File: config.mk
export PLATFORM = sky130hd
export DESIGN_NAME = multiplier_32x32
export DESIGN_NICKNAME = d
export VERILOG_FILES = /design/src/mult_ctrl_pkg.sv /design/src/mult_data_pkg.sv /design/src/multiplier_32x32.sv /design/src/partial_product_unit.sv /design/src/product_merge.sv
export VERILOG_INCLUDE_DIRS = /design/src /design/src/src
export SDC_FILE = /design/constraint.sdc
export NUM_CORES = 2
export LEC_CHECK = 0
export ABC_AREA = 1
export ABC_CLOCK_PERIOD_IN_PS = 9600
export BUFFER_PORTS_ARGS = -buffer_cell sky130_fd_sc_hd__buf_2
export CORE_ASPECT_RATIO = 0.7
export CORE_MARGIN = 5
export CORE_UTILIZATION = 65
export DETAILED_ROUTE_END_ITERATION = 8
export HOLD_SLACK_MARGIN = 0.03
export PLACE_DENSITY = 0.82
export SYNTH_ARGS = -nofsm -noshare
export SYNTH_HDL_FRONTEND = slang
export SYNTH_SLANG_ARGS = --single-unit
File: constraint.sdc
create_clock -name clk -period 9.6 [get_ports clk]
set_input_delay 2.4 -clock clk [delete_from_list [all_inputs] [get_ports clk]]
set_output_delay 2.4 -clock clk [all_outputs]
set_load 0.02 [all_outputs]
File: src/mult_macros.svh
// Width definitions for the pipelined 32x32 multiplier
// Operand width, b slice width and partial product width
// Partial product holds a 33-bit extended a times a 17-bit extended slice

`ifndef MULT_MACROS_SVH
`define MULT_MACROS_SVH

// Operand and result width, one word
`define MULT_W 32

// Width of one slice of b
`define HALF_W 16

// Extended a (MULT_W+1) times extended slice (HALF_W+1)
`define PART_W (`MULT_W + `HALF_W + 2)

`endif

File: src/mult_ctrl_pkg.sv
// Control types of the multiplier
// Operation select encoding and the state of the output register

package mult_ctrl_pkg;

   // ------------------------------------------------------------
   // Operation select
   // ------------------------------------------------------------

   // Encoding follows the op_sel port
   // MUL keeps the low word, the others keep the high word
   typedef enum logic [1:0] {
      // Low word, signedness does not matter
      OP_MUL    = 2'd0,
      // High word, signed x signed
      OP_MULH   = 2'd1,
      // High word, signed a x unsigned b
      OP_MULHSU = 2'd2,
      // High word, unsigned x unsigned
      OP_MULHU  = 2'd3
   } mult_op_e;

   // ------------------------------------------------------------
   // Output register state
   // ------------------------------------------------------------

   // FULL means result is valid and waits for out_ready
   typedef enum logic {
      OUT_EMPTY = 1'b0,
      OUT_FULL  = 1'b1
   } out_state_e;

endpackage

File: src/mult_data_pkg.sv
// Data types of the multiplier datapath
// Operand words, signed partial products and the full double-width product

`include "mult_macros.svh"

package mult_data_pkg;

   // ------------------------------------------------------------
   // Operand and result words
   // ------------------------------------------------------------

   // Operands a, b and the selected result half
   typedef logic [`MULT_W-1:0] operand_t;

   // ------------------------------------------------------------
   // Products
   // ------------------------------------------------------------

   // One partial product, always signed after operand extension
   typedef logic signed [`PART_W-1:0] partial_t;

   // Full product after the merge, low and high words together
   typedef logic [2*`MULT_W-1:0] product_t;

endpackage

File: src/multiplier_32x32.sv
// Pipelined 32x32 integer multiplier, top level
// Two partial product units split b into 16-bit slices,
// the merge stage adds them and returns the low or high word.
// Two register stages, valid/ready on input and output

`include "mult_macros.svh"

module multiplier_32x32
   import mult_data_pkg::*;
   import mult_ctrl_pkg::*;
(
   input  logic       clk,
   input  logic       rst,
   // Operation input
   input  operand_t   a,
   input  operand_t   b,
   input  logic [1:0] op_sel,
   input  logic       in_valid,
   output logic       in_ready,
   // Result output
   output logic       out_valid,
   input  logic       out_ready,
   output operand_t   result
);

   // Stage 1 partial products
   partial_t part_lo;
   partial_t part_hi;

   // Shared pipeline enable
   logic advance;

   // ------------------------------------------------------------
   // Stage 1, partial products
   // ------------------------------------------------------------

   // a x b[15:0]
   partial_product_unit #(
      .HIGH_SLICE (1'b0)
   ) pp_lo_i (
      .clk     (clk),
      .rst     (rst),
      .advance (advance),
      .a       (a),
      .b       (b),
      .op_sel  (mult_op_e'(op_sel)),
      .part    (part_lo)
   );

   // a x b[31:16]
   partial_product_unit #(
      .HIGH_SLICE (1'b1)
   ) pp_hi_i (
      .clk     (clk),
      .rst     (rst),
      .advance (advance),
      .a       (a),
      .b       (b),
      .op_sel  (mult_op_e'(op_sel)),
      .part    (part_hi)
   );

   // ------------------------------------------------------------
   // Stage 2, merge and output handshake
   // ------------------------------------------------------------

   product_merge merge_i (
      .clk       (clk),
      .rst       (rst),
      .in_valid  (in_valid),
      .op_sel    (mult_op_e'(op_sel)),
      .part_lo   (part_lo),
      .part_hi   (part_hi),
      .out_ready (out_ready),
      .advance   (advance),
      .in_ready  (in_ready),
      .out_valid (out_valid),
      .result    (result)
   );

endmodule

File: src/partial_product_unit.sv
// Partial product unit of the 32x32 multiplier
// Multiplies a by one 16-bit slice of b, with operand extension
// chosen from the operation, and registers the signed product
// HIGH_SLICE selects b[15:0] (0) or b[31:16] (1)

`include "mult_macros.svh"

module partial_product_unit
   import mult_data_pkg::*;
   import mult_ctrl_pkg::*;
#(
   parameter bit HIGH_SLICE = 1'b0
) (
   input  logic     clk,
   input  logic     rst,
   // Pipeline enable from the merge stage
   input  logic     advance,
   input  operand_t a,
   input  operand_t b,
   input  mult_op_e op_sel,
   // Registered partial product
   output partial_t part
);

   // Slice of b handled by this unit
   logic [`HALF_W-1:0] b_slice;

   // Sign control for each operand
   logic a_signed;
   logic b_signed;

   // Operands extended by one bit, then multiplied as signed numbers
   logic signed [`MULT_W:0] a_ext;
   logic signed [`HALF_W:0] b_ext;
   partial_t                prod;

   // ------------------------------------------------------------
   // Operand extension
   // ------------------------------------------------------------

   always_comb begin
      // Pick the slice of b
      if (HIGH_SLICE) begin
         b_slice = b[2*`HALF_W-1:`HALF_W];
      end else begin
         b_slice = b[`HALF_W-1:0];
      end

      // a is signed for MULH and MULHSU
      a_signed = (op_sel == OP_MULH) || (op_sel == OP_MULHSU);
      // Low slice never carries the sign of b
      b_signed = HIGH_SLICE && (op_sel == OP_MULH);

      a_ext = {a_signed & a[`MULT_W-1], a};
      b_ext = {b_signed & b_slice[`HALF_W-1], b_slice};

      // 33 x 17 bits fits exactly in PART_W
      prod = a_ext * b_ext;
   end

   // ------------------------------------------------------------
   // Stage 1 register
   // ------------------------------------------------------------

   // Holds while the pipeline is stalled
   always_ff @(posedge clk) begin
      if (rst) begin
         part <= '0;
      end else if (advance) begin
         part <= prod;
      end
   end

endmodule

File: src/product_merge.sv
// Merge stage of the 32x32 multiplier
// Adds the two partial products into the full 64-bit product,
// keeps the low or high word and holds it in the output register.
// Also owns the stage 1 control bits, the stall signal and
// the output valid/ready handshake

`include "mult_macros.svh"

module product_merge
   import mult_data_pkg::*;
   import mult_ctrl_pkg::*;
(
   input  logic     clk,
   input  logic     rst,
   // Input side handshake and operation
   input  logic     in_valid,
   input  mult_op_e op_sel,
   // Registered partial products from stage 1
   input  partial_t part_lo,
   input  partial_t part_hi,
   // Output side handshake
   input  logic     out_ready,
   output logic     advance,
   output logic     in_ready,
   output logic     out_valid,
   output operand_t result
);

   // Stage 1 control, aligned with the partial product registers
   logic     s1_valid;
   mult_op_e s1_op;

   // Output register state
   out_state_e state;
   out_state_e state_next;

   // Merge datapath
   product_t lo_ext;
   product_t hi_ext;
   product_t full_prod;
   operand_t result_next;

   // ------------------------------------------------------------
   // Flow control
   // ------------------------------------------------------------

   // Move when the output slot is free or is being drained now
   assign advance   = (state == OUT_EMPTY) || out_ready;
   // Whole pipeline shares one enable
   assign in_ready  = advance;
   assign out_valid = (state == OUT_FULL);

   // ------------------------------------------------------------
   // Stage 1 control registers
   // ------------------------------------------------------------

   always_ff @(posedge clk) begin
      if (rst) begin
         s1_valid <= 1'b0;
         s1_op    <= OP_MUL;
      end else if (advance) begin
         // in_valid taken only when in_ready is high
         s1_valid <= in_valid;
         s1_op    <= op_sel;
      end
   end

   // ------------------------------------------------------------
   // Merge datapath
   // ------------------------------------------------------------

   always_comb begin
      // Sign-extend both partials to the full product width
      lo_ext = {{(2*`MULT_W-`PART_W){part_lo[`PART_W-1]}}, part_lo};
      hi_ext = {{(2*`MULT_W-`PART_W){part_hi[`PART_W-1]}}, part_hi};

      // High slice weighs 2^16; wrap at 64 bits gives the right product
      full_prod = lo_ext + (hi_ext << `HALF_W);

      // MUL keeps the low word, all other ops the high word
      if (s1_op == OP_MUL) begin
         result_next = full_prod[`MULT_W-1:0];
      end else begin
         result_next = full_prod[2*`MULT_W-1:`MULT_W];
      end
   end

   // ------------------------------------------------------------
   // Output register and its state machine
   // ------------------------------------------------------------

   always_comb begin
      state_next = state;
      case (state)
         OUT_EMPTY: begin
            if (s1_valid) begin
               state_next = OUT_FULL;
            end
         end
         OUT_FULL: begin
            // Taken with nothing behind it
            if (out_ready && !s1_valid) begin
               state_next = OUT_EMPTY;
            end
         end
         default: state_next = OUT_EMPTY;
      endcase
   end

   always_ff @(posedge clk) begin
      if (rst) begin
         state <= OUT_EMPTY;
      end else begin
         state <= state_next;
      end
   end

   // Result payload, loaded only with a valid stage 1 entry
   always_ff @(posedge clk) begin
      if (advance && s1_valid) begin
         result <= result_next;
      end
   end

endmodule

* Yosys cells after proc, flatten, opt, wreduce, memory -nomap -nowiden
Index checks and enable logic that the tools add are counted.
** Operators by class
- $add $sub $neg :: 1
- Multiply operators :: 2
- Equality and inequality tests :: 2
- Muxes and demuxes :: 4
- Bitwise logic cells :: 3
- Reduce and logical (&&, ||, !) cells :: 6
** Operator list (count)
- adder 64 bit :: 1
- multiplier 33 x 17 -> 50 bit :: 1
- multiplier 33 x 17 -> 48 bit :: 1
- 2-to-1 mux 32 bit :: 1
- AND 1 bit :: 2
- == test 2 x 1 -> 1 bit, second input constant :: 1
- == test 2 bit, second input constant :: 1
- logical AND 1 bit :: 2
- logical NOT 2 bit :: 1
- logical OR 1 bit :: 2
- 2-to-1 mux 1 bit :: 2
- case mux 1 bit (2 select lines) :: 1
- logical NOT 1 bit :: 1
- NOT 1 bit :: 1
** Word-level totals
- Register bits after elaboration :: 134
- Input bits :: 70
- Logic and storage cells :: 24

* Logic depth before layout (Yosys ltp)
- Word-level depth :: 4
- Depth in mapped cells :: 31
- Mapped depth without buffers :: 30

* By module
A second synthesis with hierarchy kept.
** Second synthesis, totals
- Cell total of the unflattened synthesis :: 7407
- Area total of the unflattened synthesis :: 51333.0 um2
** Modules (own cells, without submodules)
- partial_product_unit at pp_hi_i :: instances 1, cells an instance 3247, area an instance 23359.9 um2, sequential area each 1001.0 um2
- partial_product_unit at pp_lo_i :: instances 1, cells an instance 3124, area an instance 22238.8 um2, sequential area each 1001.0 um2
- product_merge :: instances 1, cells an instance 1036, area an instance 5734.2 um2, sequential area each 1041.0 um2

* Worst setup path after synthesis
OpenSTA, ideal clock, no wires.
- Kind :: input-to-reg
- From :: input port op_sel[1]
- To :: register pp_lo_i.part[45]
- Library setup time :: 109 ps
- Data arrival time :: 7875 ps
- Required time :: 9491 ps
- Slack :: 1617 ps
- Stages on the path :: 27
- Path buffers :: 2
- Cell sequence :: inv_1 > ha_1 > buf_4 > clkbuf_1 > nor2_1 > fa_1 > fa_1 > inv_1 > fa_1 > fa_1 > inv_1 > fa_1 > inv_1 > fa_1 > inv_1 > ha_1 > nand2_1 > nor2_1 > inv_1 > nor2_1 > nand2_1 > nor2_1 > nand2_1 > nand4_1 > nand3_1 > nand2_1 > inv_1
** Between the ends
- Word-level cells in the longest chain between the ends :: 4
- Elaborated cells between the ends (all ways) :: 5
- Classes of those cells :: 1 x mul; 2 x eq/ne; 1 x bitwise; 1 x reduce/logical
** Ends and longest elaborated chain
- start, declared :: RTL line multiplier_32x32.sv:17 : input logic [1:0] op_sel,
- == test 2 x 1 -> 1 bit or == test 2 bit (tied branches) :: RTL line partial_product_unit.sv:50 : a_signed = (op_sel == OP_MULH) || (op_sel == OP_MULHSU);
- logical OR 1 bit (*) :: RTL line partial_product_unit.sv:50
- AND 1 bit (*) :: RTL line partial_product_unit.sv:54 : a_ext = {a_signed & a[`MULT_W-1], a};
- multiplier 33 x 17 -> 50 bit (*) :: RTL line partial_product_unit.sv:58 : prod = a_ext * b_ext;
- end signal, assigned :: RTL line partial_product_unit.sv:70 : part <= prod;
- end, declared :: RTL line partial_product_unit.sv:22 : output partial_t part
Mark *: on every way between the ends. The rest lies on a longest branch, timed or not.
A chain may end at the register's enable or synchronous reset.

* Worst setup path in the final report
- From :: input port op_sel[0]
- To :: register pp_lo_i.part[41]
Same word-level chain as after synthesis.

==> results.md <==
* Clk pin slew, worst setup/hold paths at 0.07 ns
* Antenna Nets Post-Route at 0
* Die ar. at approximately 82000 µm²
* Share of cells above drive strength 1 at 4.41%
* Slew headroom at 28.5%
* Vias in the first global route at between 40000 and 50000
* Die height at between 200 and 250 µm
* Worst hold margin at 0.493 ns
* Netlist Area Pre-Place at 49400 µm²
* Hold Path Class: reg2reg
* Most frequent cells after synthesis: 2091 x inv_1, 1946 x nand2_1, 1026 x fa_1
* Top-count cell post-synth: inv_1
* H-Tree Depth at 4
* CP arrival at 9.23 ns
* GRT Util Overall at 41.3%
* RSZ-0062 raised after global routing: no
* Ys flop type: dfxtp_1
* DRC viols at 2
* CP Max Fanout at 15
* YS warnings at 0
* GRT overflow at 0
* Max Clk Rate at 113 MHz
* Core box area at ~75000 µm²
* Final net count at 8236
* Syn_nets at 8307
* Critical path's top delay family: adder cells
* Final Hold Vio Count at 0
* Max-slew violation count at 0
* # diodes at 0
* Critical path required time at about 10 ns
* Final setup viols at 0
* Via count at 44000
* Worst-Margin Slew at 1.07 ns
* Die Wd at 340 µm
* Post-synthesis async set-or-reset flop share at 0%
* First-pass GRT wire length at roughly 260 mm
* Worst path max stage delay at 0.60 ns
* Initial antenna violation count at 2
* Drt pass-1 iters at 9
* CP Buf/Inv Count at 8
* Root buffer cell: clkbuf_16
* Syn avg cell area at 7.13 µm²
* Cell Rows at 84
* DR WL/cell at around 21 µm
* Setup TNS at 0 ns
* Initial Utilization at 65.7%
* Synth top area share at 41.5%
* Largest net degree at the start of global routing at about 100
* CP endpoint kind: flip-flop
* Synth Instances at 6930
* Unique cell type count in the Yosys netlist at 47
* Max Root-Sink Buffers at 2
* Register bit total from synthesis at 134
* Vias per cell at between 5 and 6
* # fillers at 6321
* Hold buffers post-CTS at 0
* Routability cong. at 1.07
* Setup Fix Bufs, Post-CTS at 0
* Clock Sink Count at 134
* Setup CP Type: in2reg
* Iteration-0 DRC count of the detailed router at approximately 4900
* Critical path startpoint category: primary input
* CTS tree: done
* Top area cells in the synthesized netlist: fa_1 42%, inv_1 16%, nand2_1 15%
* Number of synthesized flops with an enable pin at 32
* Num CTS Buffers at 17
* Area Growth Syn to Fin at 3.96%
* Slowest CP cell: ha_1
* PostCTS Resize Cnt at 0
* Failing checks: design-rule violations
* Worst-Skew Late Latency at 0.45 ns
* Status: finished with violations
* Clock Skews at 0.00945 ns
* Seq/Total Area, Yosys at 6.07%
* Placed wire-length estimate at 137 mm
* Tmin final at 8.88 ns
* Max-cap violations at 0
* Port buffer count at 103
* Ports at 104
* Period utilization at 92.5%
* Synth area leader: fa_1
* Total length of routed wires at 165 mm
-- cell families (layout without fill, tap and decap cells) --
logic type,Yosys count,count (layout),share of synthesized area [%]
flops,134,134,6.07
fa+ha+maj,1307,1307,48.7
buf+inv,2384,2326,18.1
simple gates,2598,2598,21.1
compound gates,457,457,5.18
xor+xnor,50,50,0.886
-- registers in the layout (all words and copies together), names as in the netlist --
signal	cells
merge_i.out_valid	1
merge_i.result	32
merge_i.s1_op	2
merge_i.s1_valid	1
pp_hi_i.part	48
pp_lo_i.part	50
-- tightest hold or removal path, stage by stage, from the launching register on --
cell and delay, ns:
dfxtp_1 0.33, nor2_1 0.05, nor2_1 0.08
-- metrics by stage --
step | utilization (%) | cell area (µm²) | setup WS [ns] | cells
5_1_grt | 68.3 | 51400 | 0.441 | 7861
4_1_cts | 68.3 | 51400 | 0.810 | 7861
6_report | 68.3 | 51400 | 0.718 | 7861
3_5_place_dp | 67.5 | 50800 | 0.348 | 7829
3_3_place_gp | 67.5 | 50800 | 0.459 | 7829
2_1_floorplan | - | 49400 | 1.62 | 6930
-- layout make-up --
class,instances,area (µm²),area share (%)
well taps,989,1240,2.41
repair buffers,185,1190,2.32
multi-input cells,4412,37500,72.9
flip-flops and latches,134,3000,5.84
inverters,2109,7920,15.4
clock buffers,18,439,0.854
clock inverters,14,128,0.248
-- cell usage in the layout (no fill, tap or decap), drive strengths merged, types with 102 or more instances in the layout --
master,synthesis,routed
inv,2105,2108
dfxtp,102,102
a21oi,179,179
nand3,225,225
o21ai,192,192
ha,281,281
nand2,1963,1963
fa,1026,1026
nor2,314,314
buf,11,185
-- per-layer routing --
layer | wire [µm] | vias to the layer above | global-route usage (%)
li1 | - | 19500 | -
met1 | 67300 | 21100 | 60.2
met2 | 66500 | 3010 | 59.2
met3 | 25800 | 427 | 14.2
met4 | 5390 | 2 | 11.9
met5 | 13 | - | 0
-- final timing paths --
check	startpoint	endpoint	slack, ns	depth (start not counted)
hold / removal	pp_lo_i.part[4]	pp_lo_i.part[4]	0.49	2
hold reg to reg	pp_lo_i.part[4]	pp_lo_i.part[4]	0.49	2
setup / recovery	op_sel[0]	pp_lo_i.part[41]	0.72	26
setup reg to reg	pp_lo_i.part[49]	merge_i.result[23]	6.39	9
Power is left out: the tool's default activity adds up to more than one toggle a clock period on the data nets, which glitch-free logic cannot reach.
